**src/source/mem_pkg.sv**
```systemverilog
//==========================================================================
// Memory access types
//==========================================================================

package mem_pkg;

  localparam int addr_w = 32;
  localparam int word_w = 32;
  localparam int byte_w = 8;

  typedef logic [addr_w-1:0] addr_t;  // only bits 17:0 reach the memory
  typedef logic [word_w-1:0] word_t;
  typedef logic [byte_w-1:0] byte_t;
  typedef logic [1:0]        byte_cnt_t;  // byte index inside one transfer

  // transfer length, little-endian from the base address
  typedef enum logic [1:0] {
    size_byte = 2'd0,
    size_half = 2'd1,
    size_word = 2'd2
  } access_size_e;

  typedef struct packed {
    addr_t        addr;
    word_t        wdata;
    access_size_e size;
    logic         write;
  } mem_req_t;

  // current owner of the bus
  typedef enum logic [1:0] {
    own_idle  = 2'd0,
    own_store = 2'd1,
    own_load  = 2'd2,
    own_fetch = 2'd3
  } owner_e;

  localparam logic [1:0] io_region_bits = 2'b11;  // addr[17:16] of the uart window

endpackage

```
**src/source/mem_arbiter.sv**
```systemverilog
//==========================================================================
// Memory bus arbiter
//==========================================================================
`timescale 1ns/1ps

module mem_arbiter
  import mem_pkg::*;
(
  input  logic         clk_in,
  input  logic         rst_in,
  input  logic         rdy_in,
  input  logic         flush,
  input  logic         fetch_req,
  input  addr_t        fetch_addr,
  input  logic         lsb_req,
  input  mem_req_t     lsb_cmd,
  input  logic         finish,
  input  word_t        rword,
  output logic         fetch_gr,
  output logic         fetch_done,
  output logic         lsb_gr,
  output logic         lsb_done,
  output word_t        fetch_word,
  output word_t        lsb_rdata,
  output logic         start,
  output owner_e       owner,
  output addr_t        xfer_addr,
  output word_t        xfer_wdata,
  output access_size_e xfer_size
);

  logic fetch_gr_q;
  logic lsb_gr_q;
  logic kill;
  logic done_ok;

  // stores always run to the end, only reads can be dropped
  assign kill    = flush && (owner == own_fetch || owner == own_load);
  assign done_ok = finish && rdy_in && !kill;

  assign fetch_gr   = fetch_gr_q && rdy_in;  // strobes only count in ready cycles
  assign lsb_gr     = lsb_gr_q && rdy_in;
  assign fetch_done = done_ok && (owner == own_fetch);
  assign lsb_done   = done_ok && (owner == own_store || owner == own_load);
  assign fetch_word = rword;
  assign lsb_rdata  = rword;

  always_ff @(posedge clk_in)
  begin
    if (rst_in)
    begin
      owner      <= own_idle;
      start      <= 1'b0;
      fetch_gr_q <= 1'b0;
      lsb_gr_q   <= 1'b0;
    end
    else if (kill)
    begin
      owner      <= own_idle;
      start      <= 1'b0;
      fetch_gr_q <= 1'b0;
      lsb_gr_q   <= 1'b0;
    end
    else if (rdy_in)
    begin
      start      <= 1'b0;
      fetch_gr_q <= 1'b0;
      lsb_gr_q   <= 1'b0;
      case (owner)
        own_idle:
        begin
          if (lsb_req)  // one lsb port, so store vs load is the command bit
          begin
            owner    <= lsb_cmd.write ? own_store : own_load;
            lsb_gr_q <= 1'b1;
            start    <= 1'b1;
          end
          else if (fetch_req)
          begin
            owner      <= own_fetch;
            fetch_gr_q <= 1'b1;
            start      <= 1'b1;
          end
        end
        default:
        begin
          if (finish)
            owner <= own_idle;
        end
      endcase
    end
  end

  // request contents, held for the whole transfer
  always_ff @(posedge clk_in)
  begin
    if (rdy_in && owner == own_idle)
    begin
      if (lsb_req)
      begin
        xfer_addr  <= lsb_cmd.addr;
        xfer_wdata <= lsb_cmd.wdata;
        xfer_size  <= lsb_cmd.size;
      end
      else if (fetch_req)
      begin
        xfer_addr  <= fetch_addr;
        xfer_wdata <= '0;
        xfer_size  <= size_word;  // instructions are always whole words
      end
    end
  end

endmodule

```
**src/source/mem_byte_engine.sv**
```systemverilog
//==========================================================================
// Byte-serial memory engine
//==========================================================================
`timescale 1ns/1ps

module mem_byte_engine
  import mem_pkg::*;
#(
  parameter int MEM_ADDR_BITS = 18
) (
  input  logic         clk_in,
  input  logic         rst_in,
  input  logic         rdy_in,
  input  logic         flush,
  input  logic         io_buffer_full,
  input  logic         start,
  input  owner_e       owner,
  input  addr_t        xfer_addr,
  input  word_t        xfer_wdata,
  input  access_size_e xfer_size,
  input  byte_t        mem_din,
  output byte_t        mem_dout,
  output addr_t        mem_a,
  output logic         mem_wr,
  output logic         finish,
  output word_t        rword
);

  localparam addr_t addr_mask = addr_t'((64'd1 << MEM_ADDR_BITS) - 64'd1);

  logic      busy;      // address phase running
  logic      tail;      // extra read cycle for the last returned byte
  byte_cnt_t cnt;
  byte_cnt_t last_idx;
  addr_t     base_addr;
  word_t     wdata_q;
  word_t     acc;
  logic      rd_valid;  // mem_din holds the byte asked for last cycle
  byte_cnt_t rd_idx;
  logic      is_store;
  logic      hold;
  logic      kill;
  logic      accept;
  addr_t     bus_addr;

  function automatic byte_cnt_t last_of(input access_size_e size);
    case (size)
      size_byte: return 2'd0;
      size_half: return 2'd1;
      default:   return 2'd3;
    endcase
  endfunction

  assign is_store = (owner == own_store);
  assign kill     = flush && !is_store;
  assign accept   = start && !busy && !tail && rdy_in && !kill;
  // uart window stores wait for room in the output buffer
  assign hold     = busy && is_store && (base_addr[17:16] == io_region_bits)
                    && io_buffer_full;
  assign bus_addr = base_addr + addr_t'(cnt);

  assign mem_a    = busy ? (bus_addr & addr_mask) : '0;
  assign mem_dout = wdata_q[{cnt, 3'b000} +: 8];
  assign mem_wr   = busy && is_store && !hold && rdy_in;
  assign finish   = tail || (busy && is_store && !hold && cnt == last_idx);

  always_ff @(posedge clk_in)
  begin
    if (rst_in)
    begin
      busy     <= 1'b0;
      tail     <= 1'b0;
      cnt      <= '0;
      rd_valid <= 1'b0;
    end
    else
    begin
      // tracks the memory even while paused, the returned byte is not repeated
      rd_valid <= busy && !is_store && rdy_in && !kill;
      if (kill)
      begin
        busy <= 1'b0;
        tail <= 1'b0;
      end
      else if (rdy_in)
      begin
        if (accept)
        begin
          busy <= 1'b1;
          cnt  <= '0;
        end
        else if (busy && !hold)
        begin
          if (cnt == last_idx)
          begin
            busy <= 1'b0;
            tail <= !is_store;  // reads wait one more cycle for data
          end
          else
            cnt <= cnt + 2'd1;
        end
        else if (tail)
          tail <= 1'b0;
      end
    end
  end

  always_ff @(posedge clk_in)
  begin
    rd_idx <= cnt;
    if (rd_valid)
      acc[{rd_idx, 3'b000} +: 8] <= mem_din;
    if (accept)
    begin
      base_addr <= xfer_addr;
      wdata_q   <= xfer_wdata;
      last_idx  <= last_of(xfer_size);
      acc       <= '0;  // short loads come back zero-extended
    end
  end

  // last byte goes straight through so the word is complete in the finish cycle
  always_comb
  begin
    rword = acc;
    if (rd_valid)
      rword[{rd_idx, 3'b000} +: 8] = mem_din;
  end

endmodule

```
**src/source/mem_ctrl.sv**
```systemverilog
//==========================================================================
// Memory controller top
//==========================================================================
`timescale 1ns/1ps

module mem_ctrl
  import mem_pkg::*;
#(
  parameter int MEM_ADDR_BITS = 18
) (
  input  logic     clk_in,
  input  logic     rst_in,
  input  logic     rdy_in,
  input  logic     flush,
  input  logic     io_buffer_full,
  input  logic     fetch_req,
  input  addr_t    fetch_addr,
  input  logic     lsb_req,
  input  mem_req_t lsb_cmd,
  input  byte_t    mem_din,
  output logic     fetch_gr,
  output logic     fetch_done,
  output logic     lsb_gr,
  output logic     lsb_done,
  output word_t    fetch_word,
  output word_t    lsb_rdata,
  output byte_t    mem_dout,
  output addr_t    mem_a,
  output logic     mem_wr
);

  logic         start;
  logic         finish;
  owner_e       owner;
  addr_t        xfer_addr;
  word_t        xfer_wdata;
  access_size_e xfer_size;
  word_t        rword;

  mem_arbiter u_arbiter (
    .clk_in     (clk_in),
    .rst_in     (rst_in),
    .rdy_in     (rdy_in),
    .flush      (flush),
    .fetch_req  (fetch_req),
    .fetch_addr (fetch_addr),
    .lsb_req    (lsb_req),
    .lsb_cmd    (lsb_cmd),
    .finish     (finish),
    .rword      (rword),
    .fetch_gr   (fetch_gr),
    .fetch_done (fetch_done),
    .lsb_gr     (lsb_gr),
    .lsb_done   (lsb_done),
    .fetch_word (fetch_word),
    .lsb_rdata  (lsb_rdata),
    .start      (start),
    .owner      (owner),
    .xfer_addr  (xfer_addr),
    .xfer_wdata (xfer_wdata),
    .xfer_size  (xfer_size)
  );

  mem_byte_engine #(
    .MEM_ADDR_BITS (MEM_ADDR_BITS)
  ) u_engine (
    .clk_in         (clk_in),
    .rst_in         (rst_in),
    .rdy_in         (rdy_in),
    .flush          (flush),
    .io_buffer_full (io_buffer_full),
    .start          (start),
    .owner          (owner),
    .xfer_addr      (xfer_addr),
    .xfer_wdata     (xfer_wdata),
    .xfer_size      (xfer_size),
    .mem_din        (mem_din),
    .mem_dout       (mem_dout),
    .mem_a          (mem_a),
    .mem_wr         (mem_wr),
    .finish         (finish),
    .rword          (rword)
  );

endmodule

```
**config.mk**
```make
export PLATFORM = sky130hd
export DESIGN_NAME = mem_ctrl
export DESIGN_NICKNAME = d
export VERILOG_FILES = /design/src/source/mem_pkg.sv /design/src/source/mem_arbiter.sv /design/src/source/mem_byte_engine.sv /design/src/source/mem_ctrl.sv
export SDC_FILE = /design/constraint.sdc
export NUM_CORES = 1
export LEC_CHECK = 0
export BUFFER_PORTS_ARGS = -buffer_cell sky130_fd_sc_hd__buf_2
export CORE_ASPECT_RATIO = 0.8
export CORE_MARGIN = 2
export CORE_UTILIZATION = 52
export DETAILED_ROUTE_END_ITERATION = 7
export GPL_TIMING_DRIVEN = 0
export PLACE_DENSITY_LB_ADDON = 0.25
export SLEW_MARGIN = 5
export SYNTH_ARGS = -nofsm -noshare
export SYNTH_HDL_FRONTEND = slang
export SYNTH_HIERARCHICAL = 1
export SYNTH_SLANG_ARGS = --single-unit
```
**constraint.sdc**
```tcl
create_clock -name clk_in -period 3.2 [get_ports clk_in]
set_clock_uncertainty 0.1 [all_clocks]
set_input_delay 0.32 -clock clk_in [delete_from_list [all_inputs] [get_ports clk_in]]
set_output_delay 0.32 -clock clk_in [all_outputs]
set_load 0.03 [all_outputs]
```
== Word-level counts from Yosys, hierarchy flattened ==
Cells that the tools add are included.
Cells by class
  add/sub/neg operators: 3
  equal/unequal tests: 9
  shift-type cells: 3
  mux-type cells: 30
  bitwise operators: 2
  reduce and logical (&&, ||, !) cells: 45
Operator list (number)
  32-bit 2-to-1 mux: 3
  18-bit 2-to-1 mux: 3
  32-bit bitwise mux: 1
  8-bit by 7-bit variable shift with 32-bit output, first input constant: 1
  32-bit by 6-bit variable part select with 8-bit output: 1
  8-bit by 7-bit variable part select with 32-bit output: 1
  1-bit logical AND: 23
  2-bit 2-to-1 mux: 10
  18-bit by 2-bit adder with 18-bit output: 1
  1-bit 2-to-1 mux: 12
  3-bit AND reduction: 3
  2-bit nonzero test: 4
  5-bit negation with 7-bit output: 1
  2-bit == test, second input constant: 3
  1-bit zero test: 6
  2-bit by 1-bit == test with 1-bit output, second input constant: 2
  2-bit zero test: 2
  2-bit by 1-bit != test with 1-bit output, second input constant: 2
  2-bit one-hot mux with 2 select lines: 1
  4-bit AND reduction: 1
  2-bit OR reduction: 2
  1-bit logical OR: 3
  3-bit != test, second input constant: 1
  2-bit by 1-bit adder with 2-bit output, second input constant: 1
  other kinds (3): 4
Storage, ports and cells
  bits in registers: 148
  input bits: 114
  output and inout bits: 109
  logic and storage cells: 108

== Depth between registers and ports, before layout ==
Gate-level depths: netlist of run 1.
  depth after elaboration: 11
  gate-level depth with buffers: 8
  gate-level depth less buffers: 7

== By module ==
Netlist of run 1, hierarchy kept.
Modules (own cells, without submodules)
  mem_byte_engine: instances 1, cells each 303, area an instance 3993.8 um^2, seq. area each 2342.2 um^2
  mem_arbiter: instances 1, cells each 241, area an instance 3420.8 um^2, seq. area each 2082.0 um^2

== Worst setup path before layout of run 1 ==
No wires, ideal clock.
  path kind: register to register
  start point: register u_arbiter.owner[1]
  end point: register u_engine.base_addr[0] (enable)
  setup time: 0.406 ns
  arrival: 2.128 ns
  data required time: 2.694 ns
  setup slack: 0.566 ns
  cell stages (with the launch flop): 6
  path buffers: 1
  period minus slack after synthesis: 2.634 ns
  cell sequence: dfxtp_1 nand2b_1 a21oi_1 nand2_1 clkbuf_1 inv_1
On the way
  word-level cells in the longest chain between the ends: 5
Ends and longest elaborated chain
  from (decl): RTL line mem_arbiter.sv:26  | output owner_e owner,
  from (signal assigned): RTL line mem_arbiter.sv:52  | owner <= own_idle;
  from (signal assigned): RTL line mem_arbiter.sv:59  | owner <= own_idle;
  from (signal assigned): RTL line mem_arbiter.sv:74  | owner <= lsb_cmd.write ? own_store : own_load;
  2-bit by 1-bit == test with 1-bit output: RTL line mem_byte_engine.sv:54  | assign is_store = (owner == own_store);
  1-bit zero test: RTL line mem_byte_engine.sv:55  | assign kill = flush && !is_store;
  1-bit logical AND: RTL line mem_byte_engine.sv:55
  1-bit zero test: RTL line mem_byte_engine.sv:56  | assign accept = start && !busy && !tail && rdy_in && !kill;
  1-bit logical AND: RTL line mem_byte_engine.sv:56
  via u_engine.accept: RTL line mem_byte_engine.sv:43  | logic accept;
  to (signal assigned): RTL line mem_byte_engine.sv:115  | base_addr <= xfer_addr;
  to (decl): RTL line mem_byte_engine.sv:35  | addr_t base_addr;
The timed path passes the listed nets, and every way through them passes these cells.
A chain may end at the register's enable or synchronous reset.

== Worst setup path after layout of run 1 ==
  start point: register u_engine.rd_idx[0]
  end point: output fetch_word[2]
On the way
  word-level cells in the longest chain between the ends: 4
  elaborated cells between the ends (all ways): 5
  those cells by class: add/sub: 1; shift: 2; mux: 2
Ends and longest elaborated chain
  from (decl): RTL line mem_byte_engine.sv:39  | byte_cnt_t rd_idx;
  from (signal assigned): RTL line mem_byte_engine.sv:110  | rd_idx <= cnt;
  5-bit negation with 7-bit output (*): RTL line mem_byte_engine.sv:127  | rword[{rd_idx, 3'b000} +: 8] = mem_din;
  8-bit by 7-bit variable part select with 32-bit output / 8-bit by 7-bit variable shift with 32-bit output (equally long branches): RTL line mem_byte_engine.sv:127
  32-bit bitwise mux (*): RTL line mem_byte_engine.sv:127
  32-bit 2-to-1 mux (*): RTL line mem_byte_engine.sv:126  | if (rd_valid)
  to (decl): RTL line mem_ctrl.sv:25  | output word_t fetch_word,
Every way passes the cells marked *; elsewhere a longest branch is shown, timed or not.

==> results of run 1 <==
==> per-layer routing <==
metal  vias to the layer above  global-route usage  wire length, microns
met5                         -                   0                     0
li1                       2202                   -                     -
met1                      2191               0.240                  5800
met4                         0              0.0630                    94
met2                       135               0.365                  7400
met3                         7              0.0639                   943
==> state kept, by name (all words and copies together), names as in the netlist <==
name                  count
u_arbiter/xfer_size       2
u_engine/cnt              2
u_engine/base_addr       18
u_engine/last_idx         2
u_arbiter/start           1
u_engine/acc             32
u_arbiter/xfer_wdata     32
u_engine/rd_idx           2
u_engine/busy             1
u_engine/tail             1
u_engine/wdata_q         32
u_arbiter/fetch_gr_q      1
u_engine/rd_valid         1
u_arbiter/xfer_addr      18
u_arbiter/owner           2
u_arbiter/lsb_gr_q        1
==> area by class of cell <==
| cell class | instances | area [sq um] |
|---|---|---|
| Clock inverter | 14 | 176 |
| Tap cell | 175 | 219 |
| Buffer | 96 | 696 |
| Clock buffer | 18 | 429 |
| Multi-Input combinational cell | 275 | 2150 |
| Inverter | 10 | 37.5 |
| Sequential cell | 148 | 4010 |
| Antenna cell | 1 | 2.50 |
| Fill cell | 968 | 4220 |
| Timing Repair Buffer | 182 | 931 |
==> worst max-delay path: cells and delay by family (launching register included) <==
kind                       cells  cell delay, ns
AOI/OAI and AO/OA              1            0.27
and+or+nand+nor                2            0.80
DFF                            1            0.36
adders and majority gates      1            0.20
buffers and inverters          3            0.53
==> path summary, 6_finish.rpt <==
kind / to / depth (start not counted) / start / slack, ns
worst min-delay path: u_arbiter/xfer_size[1] / 2 / lsb_cmd[2] / 0.09
worst min register to register: u_engine/base_addr[4] / 0 / u_arbiter/xfer_addr[4] / 0.32
worst max register to register: u_engine/wdata_q[7] / 6 / u_arbiter/owner[1] / 0.87
worst max-delay path: fetch_word[2] / 7 / u_engine/rd_idx[0] / 0.21
==> metrics by stage <==
step / hold WS, ns / cells / util / cell area [sq um] / setup slack, ns
after floorplan: 0.300 / 529 / - / 6890 / 0.566
after global placement: 0.302 / 883 / 0.622 / 8000 / -0.149
after detailed placement: 0.305 / 884 / 0.623 / 8020 / 0.449
after CTS: 0.0700 / 916 / 0.670 / 8630 / 0.0132
after global routing: 0.0804 / 918 / 0.672 / 8640 / 0.0887
final: 0.0866 / 919 / 0.672 / 8650 / 0.210
==> power groups by stage <==
stage | sequential (mW) | combinational, mW | clock, mW
finish | 2.20 | 0.409 | 2.02
global route | 2.21 | 0.444 | 2.14
CTS | 2.20 | 0.413 | 2.06
detailed placement | 2.24 | 0.410 | 0
global placement | 2.24 | 0.396 | 0
floorplan | 2.23 | 0.282 | 0
==> timing repair <==
| action | CTS | global route |
|---|---|---|
| pin swaps | 1 | 2 |
| resized for setup | 0 | 2 |
| setup endpoints to repair | 1 | 33 |
| buffers inserted | 0 | 2 |
==> results_dict.tcl, run 1 <==
set metrics [dict create \
    status "complete, no violations" \
    maxSlewHeadroom 0.491 \
    cts_hold_buf 0 \
    drc_errors 0 \
    switching_power_mw 1.06 \
    syn-mean-instance-area_sq_um 13.2 \
    critPathKind "flop to output pin" \
    pin_count 223 \
    grt_pass1_wl_mm 22.2 \
    min_path_type "input port to flop" \
    grt_pass1_vias 4641 \
    p_leak_nw 3.81 \
    cts_tree "yes" \
    path_cells "inv_1 > ha_1 > nand2_1 > nor4b_4 > a22o_1 > buf_4 > buf_2" \
    die_w_microns 132 \
    worstPathMaxFanout 9 \
    intPower_mw 3.57 \
    period_needed_ns 2.99 \
    arrival_ns 2.57 \
    track_usage 0.205 \
    setup_viol 0 \
    final_common_cell "buf_2" \
    rsz0062_at_grt "no" \
    ys_warn_count 6 \
    die_y_microns 107 \
    grt_max_degree 54 \
    wl_mm 14.2 \
    fin_crit_sh 0.934 \
    io_buffers 179 \
    htreeDepth 4 \
    cts_sinks 148 \
    cp_data_required_time_ns 2.78 \
    power_density_nw_per_um2 536 \
    dieArea_sq_um 14100 \
    slowest_stage "nor4b_4" \
    slew_violations 0 \
    nets 855 \
    end_kind "output pin" \
    start_kind "flop" \
    dr_total_vias 4535 \
    start_util 0.531 \
    ant_nets 0 \
    seq_power_share 0.475 \
    drive_gt1_frac 0.463 \
    drtPass1Iterations 4 \
    dp_hpwl_mm 10.3 \
    gr-total-overflow 0 \
    tns_ns 0 \
    synth.cell_area_sq_um 6840 \
    num_rows 37 \
    cts_buffers 17 \
    netlist_instances 516 \
    dr.first_iter.drc_count 260 \
    clkPwrFrac 0.436 \
    hold_violations 0 \
    clk_pin_slew_ns 0.06 \
    area_delta_synth_final_pct 26.5 \
    drv_cap 0 \
    via_per_inst 4.93 \
    critPathMaxStageDelay_ns 0.56 \
    clockRootBuffer "clkbuf_16" \
    antenna_found_initial 1 \
    place_congestion 0.805 \
    coreArea_sq_um 12900 \
    clk_latency_ns 0.41 \
    finalPower_mw 4.63 \
    wl_per_cell_microns 15.5 \
    fmax_mhz 334 \
    combPwrFrac 0.088 \
    final_cell_mix "buf_2, edfxtp_1, buf_4, and2_1, dfxtp_1" \
    worstMarginPinSlew_ns 0.764 \
    clock_path_buffers 2 \
    p_sw_frac 0.230 \
    ir_drop_uv 353 \
]
No activity file was read; power rests on OpenSTA's default activity.
==> inputs of run 2 (changes only) <==
--- a/config.mk
+++ b/config.mk
@@ -5,7 +5,7 @@
 export SDC_FILE = /design/constraint.sdc
 export NUM_CORES = 1
 export LEC_CHECK = 0
-export BUFFER_PORTS_ARGS = -buffer_cell sky130_fd_sc_hd__buf_2
+export BUFFER_PORTS_ARGS = -buffer_cell sky130_fd_sc_hd__buf_4
 export CORE_ASPECT_RATIO = 0.8
 export CORE_MARGIN = 2
 export CORE_UTILIZATION = 52
==> results_dict.tcl, run 2 (synthesis gave the netlist of run 1 again) <==
set metrics [dict create \
    status "complete, no violations" \
    coreArea_sq_um 12900 \
    ir_drop_uv 435 \
    cpLargestDelayFamily "simple AND/OR/NAND/NOR gates" \
    dr.first_iter.drc_count 203 \
    drive_gt1_frac 0.459 \
    ant_nets 0 \
    arrival_ns 2.64 \
    track_usage 0.216 \
    p_leak_nw 3.86 \
    cp_data_required_time_ns 2.78 \
    diodes 0 \
    dieArea_sq_um 14100 \
    drtPass1Iterations 4 \
    post_cts_resized 0 \
    io_buffers 179 \
    min_path_type "input port to flop" \
    dr_total_vias 4572 \
    final_common_cell "buf_4" \
    clk_latency_ns 0.42 \
    setup_viol 0 \
    tns_ns 0 \
    reg.largest.list "u_arbiter/xfer_wdata x32, u_engine/acc x32, u_engine/wdata_q x32" \
    critPathKind "flop to output pin" \
    htreeDepth 4 \
    grt_pass1_wl_mm 23.3 \
    timing.rr.end "u_engine/base_addr[0]" \
    gr-total-overflow 0 \
    wl_per_cell_microns 16.1 \
    worstPathMaxFanout 8 \
    fmax_mhz 326 \
    cts_tree "yes" \
    cp_common_cell "buf_4" \
    wl_mm 14.8 \
    place_congestion 0.782 \
    slowest_stage "nor4_4" \
    end_kind "output pin" \
    r2r_cells 6 \
    rsz0062_at_grt "no" \
    pin_count 223 \
    grt_pass1_vias 4664 \
    num_rows 37 \
    post-route-util 0.703 \
    slew_violations 0 \
    worstMarginPinSlew_ns 0.763 \
    cp.depth 6 \
    clock_path_buffers 2 \
    die_y_microns 107 \
    dp_hpwl_mm 10.9 \
    start_util 0.531 \
    power_density_nw_per_um2 502 \
    path_cells "inv_1 > ha_1 > nor4_4 > a22o_1 > buf_4 > buf_4" \
    maxSlewHeadroom 0.492 \
    place_ws_ns 0.462 \
    critPathMaxStageDelay_ns 0.60 \
    grt_max_degree 54 \
    dp.cells 884 \
    hold_violations 0 \
    r2r-start "u_arbiter/owner[1]" \
    clk_pin_slew_ns 0.06 \
    fin_crit_sh 0.958 \
    nets 855 \
    drv_cap 0 \
    hold_start "lsb_cmd[2]" \
    worst_slack_ns 0.136 \
    rrSetupSlack_ns 0.76 \
    die_w_microns 132 \
    start_kind "flop" \
    instances_no_fill 918 \
    area_delta_synth_final_pct 32.4 \
    period_needed_ns 3.06 \
    via_per_inst 4.98 \
    min_to "u_arbiter/xfer_size[1]" \
    final_cell_mix "buf_4, edfxtp_1, and2_1, dfxtp_1, a22o_1" \
    clockRootBuffer "clkbuf_16" \
    worst-path-buf-inv 3 \
    cts_sinks 148 \
    hold_path_depth 2 \
    drc_errors 0 \
    antenna_found_initial 0 \
    fillCellCount 925 \
    cts_buffers 17 \
]
run 2: through the flow:
step                      hold WS [ns]  instance area, sq um  total power, mW
after floorplan                  0.300                  6890             2.51
after global placement           0.302                  8450             2.67
after detailed placement         0.305                  8470             2.70
after CTS                       0.0427                  9030             4.59
after global routing            0.0435                  9050             4.71
final                           0.0600                  9050             4.54
run 2: worst max-delay path by stage:
stage / from / to / slack (ns)
finish: u_engine/rd_idx[0] / fetch_word[29] / 0.14
global route: u_engine/cnt[0] / mem_a[16] / 0.01
CTS: u_engine/rd_idx[0] / fetch_word[17] / 0.008
global placement: u_arbiter/owner[1] / u_engine/base_addr[7] / -0.12
detailed placement: u_engine/rd_idx[0] / fetch_word[17] / 0.46
floorplan: u_arbiter/owner[1] / u_engine/base_addr[0] / 0.57
run 2: worst reg2reg max path: cells and delay by family (launching register included):
| kind | cells | cell delay [ns] |
|---|---|---|
| AO/OA/AOI/OAI | 1 | 0.33 |
| buffers and inverters | 3 | 0.83 |
| flip-flops | 1 | 0.34 |
| AND/OR/NAND/NOR | 2 | 0.49 |
run 2: routing by layer:
metal / GRT usage / wire [microns] / up-vias / share of wire
li1: - / - / 2198 / -
met1: 0.245 / 5680 / 2181 / 0.38
met2: 0.378 / 7670 / 172 / 0.52
met3: 0.0768 / 1150 / 21 / 0.078
met4: 0.0783 / 261 / 0 / 0.018
met5: 0 / 0 / - / 0
run 2: cell type report:
class	count	area [sq um]	share of cell area
clock buffers	17	425	0.0470
flip-flops and latches	148	4000	0.442
inverters	10	37.5	0.00415
clock inverters	15	140	0.0155
repair buffers	182	1380	0.152
plain buffers	96	696	0.0769
well taps	175	219	0.0242
multi-input cells	275	2150	0.237
run 2: timing repair:
item / 4_1_cts / 5_1_grt
hold buffers: 0 / 0
endpoints found under the setup margin: 0 / 32
buffers inserted: 0 / 2
run 2: power breakdown:
part	switching [mW]	leakage (nW)	internal, mW	total, mW
Sequential	0.0376	1.32	2.16	2.20
Clock	0.751	0.266	1.13	1.89
Combinational	0.242	2.27	0.210	0.453
Total	1.03	3.86	3.51	4.54
==> inputs of run 3 (changes only) <==
--- a/config.mk
+++ b/config.mk
@@ -6,7 +6,6 @@
 export NUM_CORES = 1
 export LEC_CHECK = 0
 export BUFFER_PORTS_ARGS = -buffer_cell sky130_fd_sc_hd__buf_4
-export CORE_ASPECT_RATIO = 0.8
 export CORE_MARGIN = 2
 export CORE_UTILIZATION = 52
 export DETAILED_ROUTE_END_ITERATION = 7
==> results_dict.tcl, run 3 (synthesis gave the netlist of run 1 again) <==
set metrics [dict create \
    arrival_ns 2.59 \
    coreArea_sq_um 12700 \
    status "complete, no violations" \
    cts_buffers 17 \
    htreeDepth 4 \
    worstPathMaxFanout 8 \
    fmax_mhz 332 \
    cts_sinks 148 \
    die_w_microns 119 \
    grt_max_degree 54 \
    start_util 0.537 \
    critPathKind "flop to output pin" \
    place_congestion 0.773 \
    cpLargestDelayFamily "flip-flops" \
    end_kind "output pin" \
    worst_hold_slack_ns 0.0847 \
    antenna_found_initial 0 \
    drive_gt1_frac 0.460 \
    dr.first_iter.drc_count 273 \
    slowest_stage "dfxtp_1" \
    reg.largest.list "u_arbiter/xfer_wdata x32, u_engine/acc x32, u_engine/wdata_q x32" \
    setup_viol 0 \
    via_per_inst 4.93 \
    track_usage 0.200 \
    final_common_cell "buf_4" \
    worstMarginPinSlew_ns 0.760 \
    cp_common_cell "buf_4" \
    period_needed_ns 3.01 \
    maxSlewHeadroom 0.493 \
    start_kind "flop" \
    cp_data_required_time_ns 2.78 \
    cts_tree "yes" \
    diodes 0 \
    area_delta_synth_final_pct 33.3 \
    p_leak_nw 3.90 \
    hold_violations 0 \
    pin_count 223 \
    die_y_microns 119 \
    clk_latency_ns 0.41 \
    slew_violations 0 \
    grt_pass1_wl_mm 22.0 \
    instances_no_fill 915 \
    fin_crit_sh 0.940 \
    dieArea_sq_um 14100 \
    cts_hold_buf 0 \
    dp_hpwl_mm 10.2 \
    dp.cells 881 \
    ant_nets 0 \
    nets 855 \
    wl_per_cell_microns 15.2 \
    critPathMaxStageDelay_ns 0.49 \
    gr-total-overflow 0 \
    drtPass1Iterations 5 \
    wl_mm 13.9 \
    min_path_type "input port to flop" \
    path_cells "inv_1 > ha_1 > nor4b_4 > a22o_1 > buf_4 > buf_4" \
    dr_total_vias 4515 \
    finalPower_mw 4.75 \
    ir_drop_uv 356 \
    io_buffers 179 \
    drv_cap 0 \
    clockRootBuffer "clkbuf_16" \
    rsz0062_at_grt "no" \
    final_cell_mix "buf_4, edfxtp_1, and2_1, dfxtp_1, a22o_1" \
    num_rows 41 \
    worst-path-buf-inv 3 \
    drc_errors 0 \
    tns_ns 0 \
    grt_pass1_vias 4541 \
    clock_path_buffers 2 \
    power_density_nw_per_um2 521 \
    clk_pin_slew_ns 0.06 \
]
[run 3: cell count changes in the layout (fill, tap and decap cells not counted), sizes merged]
| cell | before | now |
|---|---|---|
| clkbuf | 26 | 27 |
| inv | 10 | 12 |
| bufinv | 2 | 4 |
| clkinv | 8 | 7 |
| clkinvlp | 5 | 1 |
[run 3: path summary, 6_finish.rpt]
kind | from | end | slack [ns] | depth (start not counted)
max | u_engine/rd_idx[0] | fetch_word[0] | 0.19 | 6
min | lsb_cmd[2] | u_arbiter/xfer_size[1] | 0.08 | 2
max reg2reg | u_arbiter/owner[1] | u_engine/wdata_q[8] | 0.67 | 6
min reg2reg | u_arbiter/xfer_addr[0] | u_engine/base_addr[0] | 0.32 | 0
[run 3: area by class of cell]
type,instances,area [sq um]
flip-flops and latches,148,4010
fillers,876,3610
multi-input cells,275,2150
repair buffers,182,1380
plain buffers,96,696
clock buffers,18,429
well taps,172,215
clock inverters,14,203
inverters,10,37.5
[run 3: repair_timing]
item | 4_1_cts | 5_1_grt
setup buffers | 0 | 2
resized for setup | 0 | 1
setup endpoints to repair | 0 | 34
[run 3: metrics by stage]
step / setup slack, ns / utilization / instance area [sq um]
3_5_place_dp: 0.507 / 0.665 / 8460
2_1_floorplan: 0.566 / - / 6890
5_1_grt: 0.0543 / 0.716 / 9110
3_3_place_gp: -0.0831 / 0.664 / 8440
4_1_cts: 0.0407 / 0.715 / 9100
6_report: 0.192 / 0.716 / 9110
[run 3: layer usage]
metal | track usage | routed length [microns] | up-vias
li1 | - | - | 2197
met1 | 0.222 | 5370 | 2123
met2 | 0.352 | 7210 | 173
met3 | 0.0613 | 1070 | 22
met4 | 0.0863 | 259 | 0
met5 | 0 | 0 | -
[run 3: report_power, final]
part           leakage, nW  switching, mW  internal [mW]
Clock                0.306          0.775           1.32
Sequential            1.33         0.0369           2.16
Combinational         2.27          0.241          0.210
Total                 3.90           1.05           3.69
